$ cat src/verilog/snow_pkg.sv
`default_nettype none

package snow_pkg;

	//////////////////////////////////////////////////
	// widths
	//////////////////////////////////////////////////

	// signed 2.16 fixed point, u and v both use it
	typedef logic signed [17:0] fx_t;
	// index of one hexagonal cell
	typedef logic [3:0] cell_addr_t;
	// wishbone word address and data
	typedef logic [2:0] wb_addr_t;
	typedef logic [31:0] wb_data_t;

	// column of ten cells, seed sits in the middle
	localparam int NUM_CELLS = 10;
	localparam cell_addr_t SEED_CELL = 4'd4;

	// 1.0 caps u and v and marks a cell as frozen
	localparam fx_t FX_ONE = 18'sb01_0000000000000000;
	// six neighbors per hexagon
	localparam fx_t FX_SIXTH = 18'sb00_0010101010101010;

	//////////////////////////////////////////////////
	// register map
	//////////////////////////////////////////////////

	localparam wb_addr_t REG_CTRL = 3'd0;
	localparam wb_addr_t REG_ALPHA = 3'd1;
	localparam wb_addr_t REG_BETA = 3'd2;
	localparam wb_addr_t REG_GAMMA = 3'd3;
	localparam wb_addr_t REG_STEP = 3'd4;
	localparam wb_addr_t REG_CELL = 3'd5;
	localparam wb_addr_t REG_LAST_U = 3'd6;
	localparam wb_addr_t REG_LAST_V = 3'd7;

	// sweep controller
	typedef enum logic [2:0] {SEED, IDLE, FETCH, WAIT_READ, SOLVE, COMMIT} sweep_state_t;

	// 2.16 times 2.16 gives 4.32, keep sign and the 2.16 field
	function automatic fx_t fx_mult(input fx_t a, input fx_t b);
		logic signed [35:0] prod;
		prod = a * b;
		return {prod[35], prod[32:16]};
	endfunction

endpackage

`default_nettype wire
$ cat src/verilog/cell_memory.sv
`timescale 1ns/100ps
`default_nettype none

module cell_memory
	import snow_pkg::*;
(
	input wire clk,
	input wire we,
	input wire cell_addr_t waddr,
	input wire cell_addr_t raddr,
	input wire fx_t wdata,
	output fx_t rdata
);

	// one word per cell
	fx_t mem [NUM_CELLS];

	// write port
	always_ff @(posedge clk) begin
		if (we) begin
			mem[waddr] <= wdata;
		end
	end

	// registered read, old data on a same-address write
	always_ff @(posedge clk) begin
		rdata <= mem[raddr];
	end

endmodule

`default_nettype wire

$ cat src/verilog/column_sweep.sv
`timescale 1ns/100ps
`default_nettype none

module column_sweep
	import snow_pkg::*;
(
	input wire clk,
	input wire rst,
	input wire restart,
	input wire fx_t alpha_in,
	input wire fx_t beta_in,
	input wire fx_t gamma_in,
	input wire step_pending,
	output logic step_done,
	output cell_addr_t mem_raddr,
	output cell_addr_t mem_waddr,
	output logic mem_we,
	output fx_t u_wdata,
	output fx_t v_wdata,
	input wire fx_t u_rdata,
	input wire fx_t v_rdata,
	output fx_t u_top,
	output fx_t u_bottom,
	output fx_t u_self,
	output fx_t v_eff,
	output fx_t alpha,
	output fx_t beta,
	input wire fx_t u_next,
	input wire frozen,
	output cell_addr_t last_index,
	output logic last_frozen,
	output fx_t last_u,
	output fx_t last_v,
	output logic [15:0] sweep_count
);

	sweep_state_t state;
	cell_addr_t cell_idx;
	cell_addr_t top_addr;
	logic is_top;
	logic top_phase;
	fx_t gamma;
	// frozen flags from the previous sweep, one per cell
	logic [NUM_CELLS-1:0] frozen_vec;
	logic frozen_below;
	logic frozen_above;
	logic receptive;
	fx_t seed_u;
	fx_t seed_v;
	fx_t seed_sum;
	fx_t v_sum;
	fx_t s_new;
	fx_t commit_u;
	fx_t commit_v;

	//////////////////////////////////////////////////
	// addressing and neighbor flags
	//////////////////////////////////////////////////

	assign is_top = (cell_idx == cell_addr_t'(NUM_CELLS - 1));
	// no cell above the top one
	assign top_addr = is_top ? cell_idx : cell_idx + 4'd1;
	assign frozen_above = is_top ? 1'b0 : frozen_vec[top_addr];
	// any frozen neighbor makes this cell receptive
	assign receptive = frozen_below | frozen_vec[cell_idx] | frozen_above;

	// self first, then the cell above
	assign mem_raddr = (state == WAIT_READ) ? top_addr : cell_idx;
	assign mem_waddr = cell_idx;
	assign mem_we = (state == SEED) || (state == COMMIT);

	//////////////////////////////////////////////////
	// seed values
	//////////////////////////////////////////////////

	always_comb begin
		if (cell_idx == SEED_CELL) begin
			// the single frozen crystal
			seed_u = '0;
			seed_v = FX_ONE + gamma;
		end else if (cell_idx == SEED_CELL - 4'd1 || cell_idx == SEED_CELL + 4'd1) begin
			// receptive ring around it
			seed_u = '0;
			seed_v = beta + gamma;
		end else begin
			// plain vapor everywhere else
			seed_u = beta;
			seed_v = '0;
		end
	end

	assign seed_sum = seed_u + seed_v;

	//////////////////////////////////////////////////
	// commit values
	//////////////////////////////////////////////////

	// v plus gamma, capped at 1.0
	assign v_sum = v_rdata + gamma;
	assign s_new = u_next + v_eff;

	// receptive cells lock the mass into v
	assign commit_u = receptive ? '0 : s_new;
	assign commit_v = receptive ? s_new : '0;

	assign u_wdata = (state == SEED) ? seed_u : commit_u;
	assign v_wdata = (state == SEED) ? seed_v : commit_v;

	// restart cancels a commit in flight
	assign step_done = (state == COMMIT) && !restart;

	//////////////////////////////////////////////////
	// controller
	//////////////////////////////////////////////////

	always_ff @(posedge clk) begin
		if (rst) begin
			state <= SEED;
			cell_idx <= '0;
			top_phase <= 1'b0;
			alpha <= '0;
			beta <= '0;
			gamma <= '0;
			last_index <= '0;
			last_frozen <= 1'b0;
			last_u <= '0;
			last_v <= '0;
			sweep_count <= '0;
		end else if (restart) begin
			// new parameters hold until the next restart
			state <= SEED;
			cell_idx <= '0;
			top_phase <= 1'b0;
			alpha <= alpha_in;
			beta <= beta_in;
			gamma <= gamma_in;
			sweep_count <= '0;
		end else begin
			case (state)
				SEED: begin
					// one cell per cycle, bottom to top
					if (is_top) begin
						cell_idx <= '0;
						state <= IDLE;
					end else begin
						cell_idx <= cell_idx + 4'd1;
					end
				end
				IDLE: begin
					if (step_pending) begin
						state <= FETCH;
					end
				end
				FETCH: begin
					state <= WAIT_READ;
				end
				WAIT_READ: begin
					// two reads back to back
					top_phase <= !top_phase;
					if (top_phase) begin
						state <= SOLVE;
					end
				end
				SOLVE: begin
					// solver frozen flag settles here
					state <= COMMIT;
				end
				COMMIT: begin
					last_index <= cell_idx;
					last_frozen <= frozen;
					last_u <= commit_u;
					last_v <= commit_v;
					if (is_top) begin
						cell_idx <= '0;
						sweep_count <= sweep_count + 16'd1;
					end else begin
						cell_idx <= cell_idx + 4'd1;
					end
					state <= IDLE;
				end
				default: begin
					state <= IDLE;
				end
			endcase
		end
	end

	//////////////////////////////////////////////////
	// solver operands and carried state
	//////////////////////////////////////////////////

	always_ff @(posedge clk) begin
		if (state == SEED) begin
			frozen_vec[cell_idx] <= (seed_sum >= FX_ONE);
			// bottom boundary for cell 0
			u_bottom <= beta;
			frozen_below <= 1'b0;
		end
		if (state == WAIT_READ && !top_phase) begin
			u_self <= u_rdata;
			v_eff <= (v_sum >= FX_ONE) ? FX_ONE : v_sum;
		end
		if (state == WAIT_READ && top_phase) begin
			u_top <= is_top ? beta : u_rdata;
		end
		if (state == COMMIT) begin
			frozen_vec[cell_idx] <= frozen;
			// old values of this cell become the next cell's bottom
			frozen_below <= is_top ? 1'b0 : frozen_vec[cell_idx];
			u_bottom <= is_top ? beta : u_self;
		end
	end

endmodule

`default_nettype wire

$ cat src/verilog/diffusion_solver.sv
`timescale 1ns/100ps
`default_nettype none

module diffusion_solver
	import snow_pkg::*;
(
	input wire clk,
	input wire fx_t u_top,
	input wire fx_t u_bottom,
	input wire fx_t u_self,
	input wire fx_t v_eff,
	input wire fx_t alpha,
	input wire fx_t beta,
	output fx_t u_next,
	output logic frozen
);

	fx_t vert_sum;
	fx_t side_sum;
	fx_t u_avg;
	fx_t u_delta;
	fx_t u_step;
	fx_t u_raw;
	fx_t s_total;

	//////////////////////////////////////////////////
	// neighbor average
	//////////////////////////////////////////////////

	// top, bottom and the left side cell
	assign vert_sum = u_top + u_bottom + beta;
	// right and both corner cells are boundary
	assign side_sum = beta + beta + beta;
	// split in two groups of three to keep the sums in range
	assign u_avg = fx_mult(vert_sum, FX_SIXTH) + fx_mult(side_sum, FX_SIXTH);

	//////////////////////////////////////////////////
	// diffusion step
	//////////////////////////////////////////////////

	// alpha/2 times (average minus self)
	assign u_delta = u_avg - u_self;
	assign u_step = fx_mult(alpha >>> 1, u_delta);
	assign u_raw = u_self + u_step;

	// saturate at 1.0
	assign u_next = (u_raw >= FX_ONE) ? FX_ONE : u_raw;

	// total mass s = u + v
	assign s_total = u_next + v_eff;

	// frozen once s reaches 1.0
	always_ff @(posedge clk) begin
		frozen <= (s_total >= FX_ONE);
	end

endmodule

`default_nettype wire

$ cat src/verilog/host_regs.sv
`timescale 1ns/100ps
`default_nettype none

module host_regs
	import snow_pkg::*;
(
	input wire clk,
	input wire rst,
	input wire wb_cyc,
	input wire wb_stb,
	input wire wb_we,
	input wire wb_addr_t wb_adr,
	input wire wb_data_t wb_wdata,
	output wb_data_t wb_rdata,
	output logic wb_ack,
	output logic restart,
	output fx_t alpha,
	output fx_t beta,
	output fx_t gamma,
	output logic step_pending,
	input wire step_done,
	input wire cell_addr_t last_index,
	input wire last_frozen,
	input wire fx_t last_u,
	input wire fx_t last_v,
	input wire [15:0] sweep_count
);

	logic req;
	logic wr_req;
	logic rd_req;
	wb_data_t read_word;

	// new transfer, held off while ack is up
	assign req = wb_cyc && wb_stb && !wb_ack;
	assign wr_req = req && wb_we;
	assign rd_req = req && !wb_we;

	//////////////////////////////////////////////////
	// read mux
	//////////////////////////////////////////////////

	always_comb begin
		case (wb_adr)
			// control is a strobe only
			REG_CTRL: read_word = '0;
			REG_ALPHA: read_word = {14'd0, alpha};
			REG_BETA: read_word = {14'd0, beta};
			REG_GAMMA: read_word = {14'd0, gamma};
			REG_STEP: read_word = {31'd0, step_pending};
			// sweep count, frozen flag, index
			REG_CELL: read_word = {sweep_count, 7'd0, last_frozen, 4'd0, last_index};
			REG_LAST_U: read_word = {{14{last_u[17]}}, last_u};
			REG_LAST_V: read_word = {{14{last_v[17]}}, last_v};
			default: read_word = '0;
		endcase
	end

	//////////////////////////////////////////////////
	// registers
	//////////////////////////////////////////////////

	always_ff @(posedge clk) begin
		if (rst) begin
			wb_ack <= 1'b0;
			wb_rdata <= '0;
			restart <= 1'b0;
			alpha <= '0;
			beta <= '0;
			gamma <= '0;
			step_pending <= 1'b0;
		end else begin
			// single cycle ack, never stalls
			wb_ack <= req;
			// one pulse per CTRL write with bit 0 set
			restart <= wr_req && (wb_adr == REG_CTRL) && wb_wdata[0];

			if (wr_req) begin
				case (wb_adr)
					REG_ALPHA: alpha <= wb_wdata[17:0];
					REG_BETA: beta <= wb_wdata[17:0];
					REG_GAMMA: gamma <= wb_wdata[17:0];
					default: ;
				endcase
			end

			// new request beats a commit in the same cycle
			if (wr_req && (wb_adr == REG_STEP) && wb_wdata[0]) begin
				step_pending <= 1'b1;
			end else if (step_done) begin
				step_pending <= 1'b0;
			end

			// read data lines up with ack
			if (rd_req) begin
				wb_rdata <= read_word;
			end
		end
	end

endmodule

`default_nettype wire

$ cat src/verilog/snow_column_top.sv
`timescale 1ns/100ps
`default_nettype none

module snow_column_top
	import snow_pkg::*;
(
	input wire clk,
	input wire rst,
	input wire wb_cyc,
	input wire wb_stb,
	input wire wb_we,
	input wire wb_addr_t wb_adr,
	input wire wb_data_t wb_wdata,
	output wb_data_t wb_rdata,
	output logic wb_ack
);

	// host to controller
	logic restart;
	logic step_pending;
	logic step_done;
	fx_t param_alpha;
	fx_t param_beta;
	fx_t param_gamma;

	// results back to the host
	cell_addr_t last_index;
	logic last_frozen;
	fx_t last_u;
	fx_t last_v;
	logic [15:0] sweep_count;

	// memory ports, shared address for u and v
	cell_addr_t mem_raddr;
	cell_addr_t mem_waddr;
	logic mem_we;
	fx_t u_wdata;
	fx_t v_wdata;
	fx_t u_rdata;
	fx_t v_rdata;

	// solver operands
	fx_t u_top;
	fx_t u_bottom;
	fx_t u_self;
	fx_t v_eff;
	fx_t solve_alpha;
	fx_t solve_beta;
	fx_t u_next;
	logic frozen;

	//////////////////////////////////////////////////
	// host register block
	//////////////////////////////////////////////////

	host_regs host_regs_inst (
		.clk(clk),
		.rst(rst),
		.wb_cyc(wb_cyc),
		.wb_stb(wb_stb),
		.wb_we(wb_we),
		.wb_adr(wb_adr),
		.wb_wdata(wb_wdata),
		.wb_rdata(wb_rdata),
		.wb_ack(wb_ack),
		.restart(restart),
		.alpha(param_alpha),
		.beta(param_beta),
		.gamma(param_gamma),
		.step_pending(step_pending),
		.step_done(step_done),
		.last_index(last_index),
		.last_frozen(last_frozen),
		.last_u(last_u),
		.last_v(last_v),
		.sweep_count(sweep_count)
	);

	//////////////////////////////////////////////////
	// sweep controller
	//////////////////////////////////////////////////

	column_sweep column_sweep_inst (
		.clk(clk),
		.rst(rst),
		.restart(restart),
		.alpha_in(param_alpha),
		.beta_in(param_beta),
		.gamma_in(param_gamma),
		.step_pending(step_pending),
		.step_done(step_done),
		.mem_raddr(mem_raddr),
		.mem_waddr(mem_waddr),
		.mem_we(mem_we),
		.u_wdata(u_wdata),
		.v_wdata(v_wdata),
		.u_rdata(u_rdata),
		.v_rdata(v_rdata),
		.u_top(u_top),
		.u_bottom(u_bottom),
		.u_self(u_self),
		.v_eff(v_eff),
		.alpha(solve_alpha),
		.beta(solve_beta),
		.u_next(u_next),
		.frozen(frozen),
		.last_index(last_index),
		.last_frozen(last_frozen),
		.last_u(last_u),
		.last_v(last_v),
		.sweep_count(sweep_count)
	);

	// one cell at a time
	diffusion_solver diffusion_solver_inst (
		.clk(clk),
		.u_top(u_top),
		.u_bottom(u_bottom),
		.u_self(u_self),
		.v_eff(v_eff),
		.alpha(solve_alpha),
		.beta(solve_beta),
		.u_next(u_next),
		.frozen(frozen)
	);

	//////////////////////////////////////////////////
	// cell storage
	//////////////////////////////////////////////////

	// diffusing mass
	cell_memory u_mem (
		.clk(clk),
		.we(mem_we),
		.waddr(mem_waddr),
		.raddr(mem_raddr),
		.wdata(u_wdata),
		.rdata(u_rdata)
	);

	// locked mass
	cell_memory v_mem (
		.clk(clk),
		.we(mem_we),
		.waddr(mem_waddr),
		.raddr(mem_raddr),
		.wdata(v_wdata),
		.rdata(v_rdata)
	);

endmodule

`default_nettype wire

$ cat config.mk
export PLATFORM = sky130hd
export DESIGN_NAME = snow_column_top
export DESIGN_NICKNAME = d
export VERILOG_FILES = /design/src/verilog/snow_pkg.sv /design/src/verilog/cell_memory.sv /design/src/verilog/column_sweep.sv /design/src/verilog/diffusion_solver.sv /design/src/verilog/host_regs.sv /design/src/verilog/snow_column_top.sv
export SDC_FILE = /design/constraint.sdc
export NUM_CORES = 2
export LEC_CHECK = 0
export ABC_CLOCK_PERIOD_IN_PS = 18700
export BUFFER_PORTS_ARGS = -buffer_cell sky130_fd_sc_hd__buf_4
export CAP_MARGIN = 20
export CORE_UTILIZATION = 25
export CTS_BUF_LIST = sky130_fd_sc_hd__clkbuf_4
export DETAILED_ROUTE_END_ITERATION = 6
export PLACE_DENSITY = 0.37
export SYNTH_ARGS = -nofsm -noshare
export SYNTH_HDL_FRONTEND = slang
export SYNTH_SLANG_ARGS = --single-unit
$ cat constraint.sdc
create_clock -name clk -period 18.7 [get_ports clk]
set_input_delay 0.935 -clock clk [delete_from_list [all_inputs] [get_ports clk]]
set_output_delay 0.935 -clock clk [all_outputs]
set_load 0.02 [all_outputs]
==> Word level (Yosys, flattened, before mapping) <==
Memory sizes are Yosys's and may differ from the RTL's. A register that Yosys moved wholly into a read port is not among the register bits.
Index checks and enable logic that the tools add are counted.
{ "word_totals": {"ff_bits": 292, "ramBits": 360, "output_inout_bits": 33, "elab_cells": 142, "mem_count": 2} }
{ "mem_list": {"columns": ["memory", "words", "word_bits", "rd", "rd_clocked_by_memory_dff", "write_ports", "line", "rtl"], "rows": [
  ["u_mem.mem", 10, 18, 1, 1, 1, "cell_memory.sv:16", "fx_t mem [NUM_CELLS];"],
  ["v_mem.mem", 10, 18, 1, 1, 1, "cell_memory.sv:16", null]
]} }
{ "classes": {"n_addsub": 14, "n_mul": 3, "n_lt_le_gt_ge": 7, "n_eq_ne": 19, "muxes": 39, "n_bitwise": 3, "n_reduce_logical": 30} }
{ "ops": {"columns": ["op", "n"], "rows": [
  ["case mux 32 bit (8 select lines)", 1],
  ["2-to-1 mux 18 bit", 13],
  ["adder 18 bit", 10],
  [">= comparator 18 bit (second input constant)", 4],
  ["multiplier 18 x 14 -> 32 bit (second input constant)", 2],
  ["multiplier 17 x 18 -> 35 bit", 1],
  ["bitwise mux 10 bit", 2],
  ["2-to-1 mux 10 bit", 2],
  ["adder 18 bit (first input constant)", 1],
  ["equality test 3 bit (second input constant)", 6],
  ["subtractor 18 bit", 1],
  ["adder 16 x 1 -> 16 bit (second input constant)", 1],
  ["case mux 3 bit (5 select lines)", 1],
  ["equality test 3 x 2 -> 1 bit (second input constant)", 4],
  ["logical AND 1 bit", 12],
  ["2-to-1 mux 4 bit", 3],
  ["2-to-1 mux 1 bit", 11],
  ["less-than comparator 4 x 5 -> 1 bit (second input constant)", 2],
  ["AND reduction 2 bit", 5],
  ["2-to-1 mux 3 bit", 3],
  ["binary-select mux 1 bit (select 4 bit)", 2],
  ["equality test 4 x 3 -> 1 bit (second input constant)", 2],
  ["equality test 3 x 1 -> 1 bit (second input constant)", 2],
  ["zero test 3 bit", 2],
  ["other kinds (14)", 22]
]} }

==> Logic depth before layout (Yosys ltp) <==
{ "depth": {"word_depth": 12, "depth_mapped": 87, "depth_no_buf": 86} }

==> Cells and area by module <==
A second synthesis with hierarchy kept.
{ "hier_totals": {"hier_cells": 5175, "area_unflattened_um2": 54458.5} }
{ "modules_own_cells": {"columns": ["mod", "instances", "cells_per_inst", "area_per_inst_um2", "seq_area_each_um2"], "rows": [
  ["diffusion_solver", 1, 2642, 23907.9, 20.0],
  ["cell_memory", 2, 400, 7532.2, 5765.5],
  ["column_sweep", 1, 1250, 11333.4, 4774.6],
  ["host_regs", 1, 483, 4152.7, 1781.7]
]} }

==> Worst setup path before layout <==
OpenSTA, ideal clock, no wires.
{ "synth_timing": {"path_type": "flip-flop to flip-flop", "from": "reg column_sweep_inst.beta[1]", "to": "mem v_mem.mem[0][16] (netlist bit) (data pin)", "setup_ns": 0.277, "arrival_ns": 19.638, "required_time_ns": 18.423, "slack_ns": -1.214, "path_stages_with_launch": 83, "period_less_slack_ns": 19.914, "cell_sequence": "dfxtp_1 -> inv_1 -> fa_1 -> inv_1 -> ha_1 -> fa_1 -> a21o_1 -> a21oi_1 -> o21ai_1 -> a21oi_1 -> o41ai_1 -> a21oi_1 -> o21a_1 -> nor2_1 -> xnor2_1 -> buf_2 -> inv_1 -> ha_1 -> [47 not listed] -> ha_1 -> or3_1 -> o221ai_1 -> xnor2_1 -> xnor2_1 -> a31oi_4 -> nor2b_1 -> ha_1 -> fa_1 -> a21o_1 -> a21oi_1 -> o21ai_1 -> a2111oi_0 -> o31ai_1 -> o41ai_1 -> xor2_1 -> nor2_1 -> mux2_2"} }
{ "synth_via": {"elab_chain_len": 12, "elab_cells_between_ends": 17, "classes_between": "add/sub: 8; mul: 3; order compare: 1; mux: 5"} }
{ "synth_lines": {"columns": ["item", "line", "rtl"], "rows": [
  ["start: declaration", "column_sweep.sv:27", "output fx_t beta,"],
  ["start signal: assignment", "column_sweep.sv:135", "beta <= beta_in;"],
  ["adder 18 bit (2 in series)", "diffusion_solver.sv:33", "assign side_sum = beta + beta + beta;"],
  ["multiplier 18 x 14 -> 32 bit", "snow_pkg.sv:45", "prod = a * b;"],
  ["adder 18 bit", "diffusion_solver.sv:35", "assign u_avg = fx_mult(vert_sum, FX_SIXTH) + fx_mult(side_sum, FX_SIXTH);"],
  ["subtractor 18 bit", "diffusion_solver.sv:42", "assign u_delta = u_avg - u_self;"],
  ["multiplier 17 x 18 -> 35 bit", "snow_pkg.sv:45", null],
  ["adder 18 bit", "diffusion_solver.sv:44", "assign u_raw = u_self + u_step;"],
  [">= comparator 18 bit", "diffusion_solver.sv:47", "assign u_next = (u_raw >= FX_ONE) ? FX_ONE : u_raw;"],
  ["2-to-1 mux 18 bit", "diffusion_solver.sv:47", null],
  ["adder 18 bit", "column_sweep.sv:100", "assign s_new = u_next + v_eff;"],
  ["2-to-1 mux 18 bit", "column_sweep.sv:104", "assign commit_v = receptive ? s_new : '0;"],
  ["2-to-1 mux 18 bit (*)", "column_sweep.sv:107", "assign v_wdata = (state == SEED) ? seed_v : commit_v;"],
  ["via column_sweep_inst.v_wdata[16]", "column_sweep.sv:19", "output fx_t v_wdata,"],
  ["end: declaration", "cell_memory.sv:16", null]
]} }
The timed path passes the listed nets; every way through them passes the cells marked *.

==> Worst setup path in the final report <==
{ "layout_timing": {"from": "reg column_sweep_inst.u_top[2]", "to": "mem u_mem.mem[3][16] (netlist bit) (data pin)"} }
{ "layout_via": {"elab_chain_len": 12} }
{ "layout_lines": {"columns": ["item", "line", "rtl"], "rows": [
  ["start: declaration", "column_sweep.sv:22", "output fx_t u_top,"],
  ["start signal: assignment", "column_sweep.sv:204", "u_top <= is_top ? beta : u_rdata;"],
  ["adder 18 bit (*) (2 in series)", "diffusion_solver.sv:31", "assign vert_sum = u_top + u_bottom + beta;"],
  ["multiplier 18 x 14 -> 32 bit (*)", "snow_pkg.sv:45", null],
  ["adder 18 bit (*)", "diffusion_solver.sv:35", null],
  ["subtractor 18 bit (*)", "diffusion_solver.sv:42", null],
  ["multiplier 17 x 18 -> 35 bit (*)", "snow_pkg.sv:45", null],
  ["adder 18 bit (*)", "diffusion_solver.sv:44", null],
  [">= comparator 18 bit", "diffusion_solver.sv:47", null],
  ["2-to-1 mux 18 bit (*)", "diffusion_solver.sv:47", null],
  ["adder 18 bit (*)", "column_sweep.sv:100", null],
  ["2-to-1 mux 18 bit (*)", "column_sweep.sv:103", "assign commit_u = receptive ? '0 : s_new;"],
  ["2-to-1 mux 18 bit (*)", "column_sweep.sv:106", "assign u_wdata = (state == SEED) ? seed_u : commit_u;"],
  ["via column_sweep_inst.u_wdata[16]", "column_sweep.sv:18", "output fx_t u_wdata,"],
  ["end: declaration", "cell_memory.sv:16", null]
]} }
Marks and branches as above.

==> run summary <==
• **kind of capture point of the worst setup path** flip-flop
• **netlist area before placement** 54,090 um2
• **global router's overall resource usage** 16.15%
• **PD cells** 60.08 nW/um2
• **required time worst endpoint** 19.49 ns
• **Slew headroom** 16.57%
• **final-stage net count** 6,984
• **Achievable Freq** 52.17 MHz
• **row cnt** 170
• **final standard cell area without fillers** 67,880 um2
• **cell count after synthesis** 5,158
• **number of nets in the synthesized netlist** 6,153
• **RSZ-0062 raised after global routing** yes
• **share of power burned in the clock network** 34.5%
• **Initial Util** 25.18%
• **DRT Pass-1 Iters** 5
• **share of synthesized flip-flops with an asynchronous set or reset** 0%
• **number of enable-type register cells in the synthesized netlist** 433
• **clock slew at reported path FFs** 0.07 ns
• **FF-to-FF Start** column_sweep_inst.u_top[2]
• **Worst Hold Launch** wb_wdata[8]
• **slowest stage delay, CP** 0.59 ns
• **die boundary width** 467.2 um
• **Internal Pwr Total** 2.803 mW
• **most common cell after layout, fill and taps aside** sky130_fd_sc_hd__buf_4
• **critical path's top delay family** adder cells
• **power dissipated by switching net loads** 1.275 mW
• **chip height** 467.2 um
• **proportion of synthesized chip area in sequential cells** 33.44%
• **start-to-end type of the worst setup path** reg2reg
• **launch point of the critical path** column_sweep_inst.u_top[2]
• **Gate power share** 24.2%
• **maximum number of pins on one net before global-route repair** 115
• **total chip power** 4.079 mW
• **total clock buffers created by CTS** 191
• **critical path's most frequent cell** sky130_fd_sc_hd__fa_1
• **via total after detailed routing** 39,480
• **proportion of total power due to net switching** 31.26%
• **met1 layer wirelength in the final routing** 83.44 mm
• **post-synthesis share of cell area spent on full adders, half adders and majority gates** 29.41%
• **number of global-route vias before repair** 41,830
• **routed wl met3** 4.899 mm
• **Synth Flop Type** sky130_fd_sc_hd__edfxtp_1
• **per-cell via count in the routed design** 4.395
• **fraction of layout cells with a size suffix above 1** 25.64%
• **final-layout fill cell count** 22,410
• **sequential group share of total power** 41.3%
• **flip-flop and latch count after synthesis** 687
• **final setup slack of the worst path** -0.4688 ns
• **clock latency on the worst-skew pair** 1.12 ns
• **final routed wire length divided by cell count** 19.54 um
• **post-synth cell types** 99
• **Slew Viols, Final** 0
• **placed inst area** 63,160 um2
• **complex-gate fraction of the synthesized area** 8.690%
• **simple-gate area share of the yosys netlist** 11.79%
• **die area** 218,200 um2
• **count of final hold-check violations** 0
• **pin slew with the least headroom to its limit** 1.251 ns
• **Critical Path Slowest Stage Cell** sky130_fd_sc_hd__fa_2
• **H-tree levels** 4
• **Detailed Route Iter0 Violations** 1,948
• **peak supply drop** 0.04510 mV
• **residual overflow from global routing** 0
• **number of placed I/O pins** 73
• **peak fanout along the critical path** 6
• **final core area utilization** 31.60%
• **WP data arrival** 19.96 ns
• **clock tree from TritonCTS** done
• **DRC** 0
• **parity-gate share of the synthesized area counting xor and xnor cells** 3.354%
• **Hold Slack** 0.1527 ns
• **first-pass GRT wire length** 265.1 mm
• **count of maximum capacitance violations** 0
• **outcome** finished, violations left
• **fraction of synthesized area in multiplexers** 6.254%
• **buffer and inverter count on the worst path** 18
• **kind of start point of the critical path** flip-flop
• **leading cell types in the layout, fill and taps excluded** sky130_fd_sc_hd__buf_4, sky130_fd_sc_hd__inv_1, sky130_fd_sc_hd__fa_1, sky130_fd_sc_hd__nand2_1, sky130_fd_sc_hd__edfxtp_1
• **post-synthesis average cell area** 10.49 um2
• **HPWL after DPL** 135.0 mm
• **clock net sink count** 687
• **final setup violation count** 175
• **Static Leakage** 30.80 nW
• **met2 routed WL** 84.36 mm
• **Area growth syn-to-layout** 25.49%
• **CTS root buffer** sky130_fd_sc_hd__clkbuf_4
• **Clock Skews** 0.09454 ns
• **number of antenna violations at the first check in global routing** 7
• **combinational family with the most area after synthesis** adder cells
• **wirelength, routed** 175.5 mm
• **time the worst path needs with I/O delays and setup** 19.17 ns
• **CTS Buffer Depth** 3
• **post-place setup slack** -1.703 ns
• **count of buffers from port buffering** 58
• **core region area** 214,800 um2
• **number of warning messages in the yosys log** 0
• **violated checks** negative setup slack
• **gpl congestion** 0.8398
• **portion of the clock cycle consumed by the worst path in the final layout** 102.5%
• **top routing layer in use** met4
• **Antenna Nets Post-Route** 0
• **Hold Path Class** in2reg
## power by group through the flow
stage	clock [mW]	combinational, mW	sequential, mW
3_5_place_dp	0	0.941	1.72
4_1_cts	1.47	0.968	1.69
5_1_grt	1.55	1.07	1.69
6_report	1.41	0.986	1.69
3_3_place_gp	0	0.945	1.72
2_1_floorplan	0	0.425	1.70
## timing repair
item / 4_1_cts / 5_1_grt
gates resized for setup: 132 / 177
cloned: 1 / 2
setup buffers: 32 / 33
pin swaps: 115 / 134
endpoints found under the hold margin: 22 / 0
hold buffers: 14 / 0
endpoints found under the setup margin: 352 / 375
## tightest hold or removal path, cell delays in order
cell and delay, ns:
sky130_fd_sc_hd__buf_4 0.13, sky130_fd_sc_hd__nand2_1 0.05, sky130_fd_sc_hd__a21oi_1 0.05
## kinds of logic (layout without fill, tap and decap cells)
group                    Yosys count  after routing
AO/OA/AOI/OAI                    733            733
XOR/XNOR                         203            203
adder cells (fa/ha/maj)          959            959
buffers and inverters           1010           1989
flip-flops                       687            687
multiplexers                     236            239
other                              0              4
AND/OR/NAND/NOR                 1330           1330
## area by class of cell
cell class | instances | area, um2 | share of cell area (%)
Multi-Input combinational cell | 3464 | 33870 | 49.89
Sequential cell | 687 | 18090 | 26.66
Timing Repair Buffer | 854 | 6877 | 10.13
Tap cell | 2838 | 3551 | 5.231
Inverter | 791 | 2974 | 4.381
Clock buffer | 300 | 2252 | 3.318
Clock inverter | 44 | 259.0 | 0.3815
Antenna cell | 4 | 10.01 | 0.01475
## per-stage QoR
step	std cells	setup TNS [ns]
after floorplan	5158	-0.7280
after global placement	8553	-246.38
after detailed placement	8553	-282.43
after CTS	8944	-106.34
after global routing	8980	-253.44
final	8982	-31.68
## synthesized netlist by cell type (74+ instances only)
library cell / count / area (um2)
sky130_fd_sc_hd__a21oi_1: 272 / 1361
sky130_fd_sc_hd__and2_1: 168 / 1051
sky130_fd_sc_hd__clkbuf_1: 177 / 664.4
sky130_fd_sc_hd__dfxtp_1: 254 / 5085
sky130_fd_sc_hd__edfxtp_1: 433 / 13000
sky130_fd_sc_hd__fa_1: 522 / 10450
sky130_fd_sc_hd__ha_1: 433 / 5418
sky130_fd_sc_hd__inv_1: 789 / 2962
sky130_fd_sc_hd__mux2i_1: 113 / 1131
sky130_fd_sc_hd__mux4_2: 77 / 1734
sky130_fd_sc_hd__nand2_1: 480 / 1802
sky130_fd_sc_hd__nor2_1: 286 / 1074
sky130_fd_sc_hd__nor2b_1: 74 / 462.9
sky130_fd_sc_hd__nor3_1: 74 / 370.4
sky130_fd_sc_hd__o21ai_0: 97 / 485.5
sky130_fd_sc_hd__xnor2_1: 125 / 1095
sky130_fd_sc_hd__xor2_1: 75 / 656.9
## routing by layer
metal | up-vias | GRT usage, %
li1 | 19090 | -
met1 | 19680 | 22.16
met2 | 559 | 27.19
met3 | 153 | 1.800
met4 | 0 | 3.459
met5 | - | 0
## state kept, by name (all words and copies together) (netlist names), 16 cells and up
| name | count |
|---|---|
| host_regs_inst.gamma | 18 |
| column_sweep_inst.last_u | 18 |
| column_sweep_inst.gamma | 18 |
| column_sweep_inst.v_eff | 18 |
| column_sweep_inst.u_bottom | 18 |
| u_mem.mem | 180 |
| column_sweep_inst.u_top | 18 |
| host_regs_inst.beta | 18 |
| v_mem.mem | 180 |
| host_regs_inst.wb_rdata | 32 |
| column_sweep_inst.beta | 18 |
| column_sweep_inst.u_self | 18 |
| host_regs_inst.alpha | 18 |
| u_mem.rdata | 18 |
| column_sweep_inst.sweep_count | 16 |
| v_mem.rdata | 18 |
| column_sweep_inst.alpha | 17 |
| column_sweep_inst.last_v | 18 |
## path summary, 6_finish.rpt
check                                              endpoint  slack [ns]  cells after the start
worst max-delay path                       u_mem.mem[3][16]       -0.47                     88
worst max register to register             u_mem.mem[3][16]       -0.47                     88
worst min register to register  column_sweep_inst.u_self[1]        0.43                      0
worst min-delay path                host_regs_inst.gamma[8]        0.15                      3
Note: power is estimated with default switching activity, not from simulation.
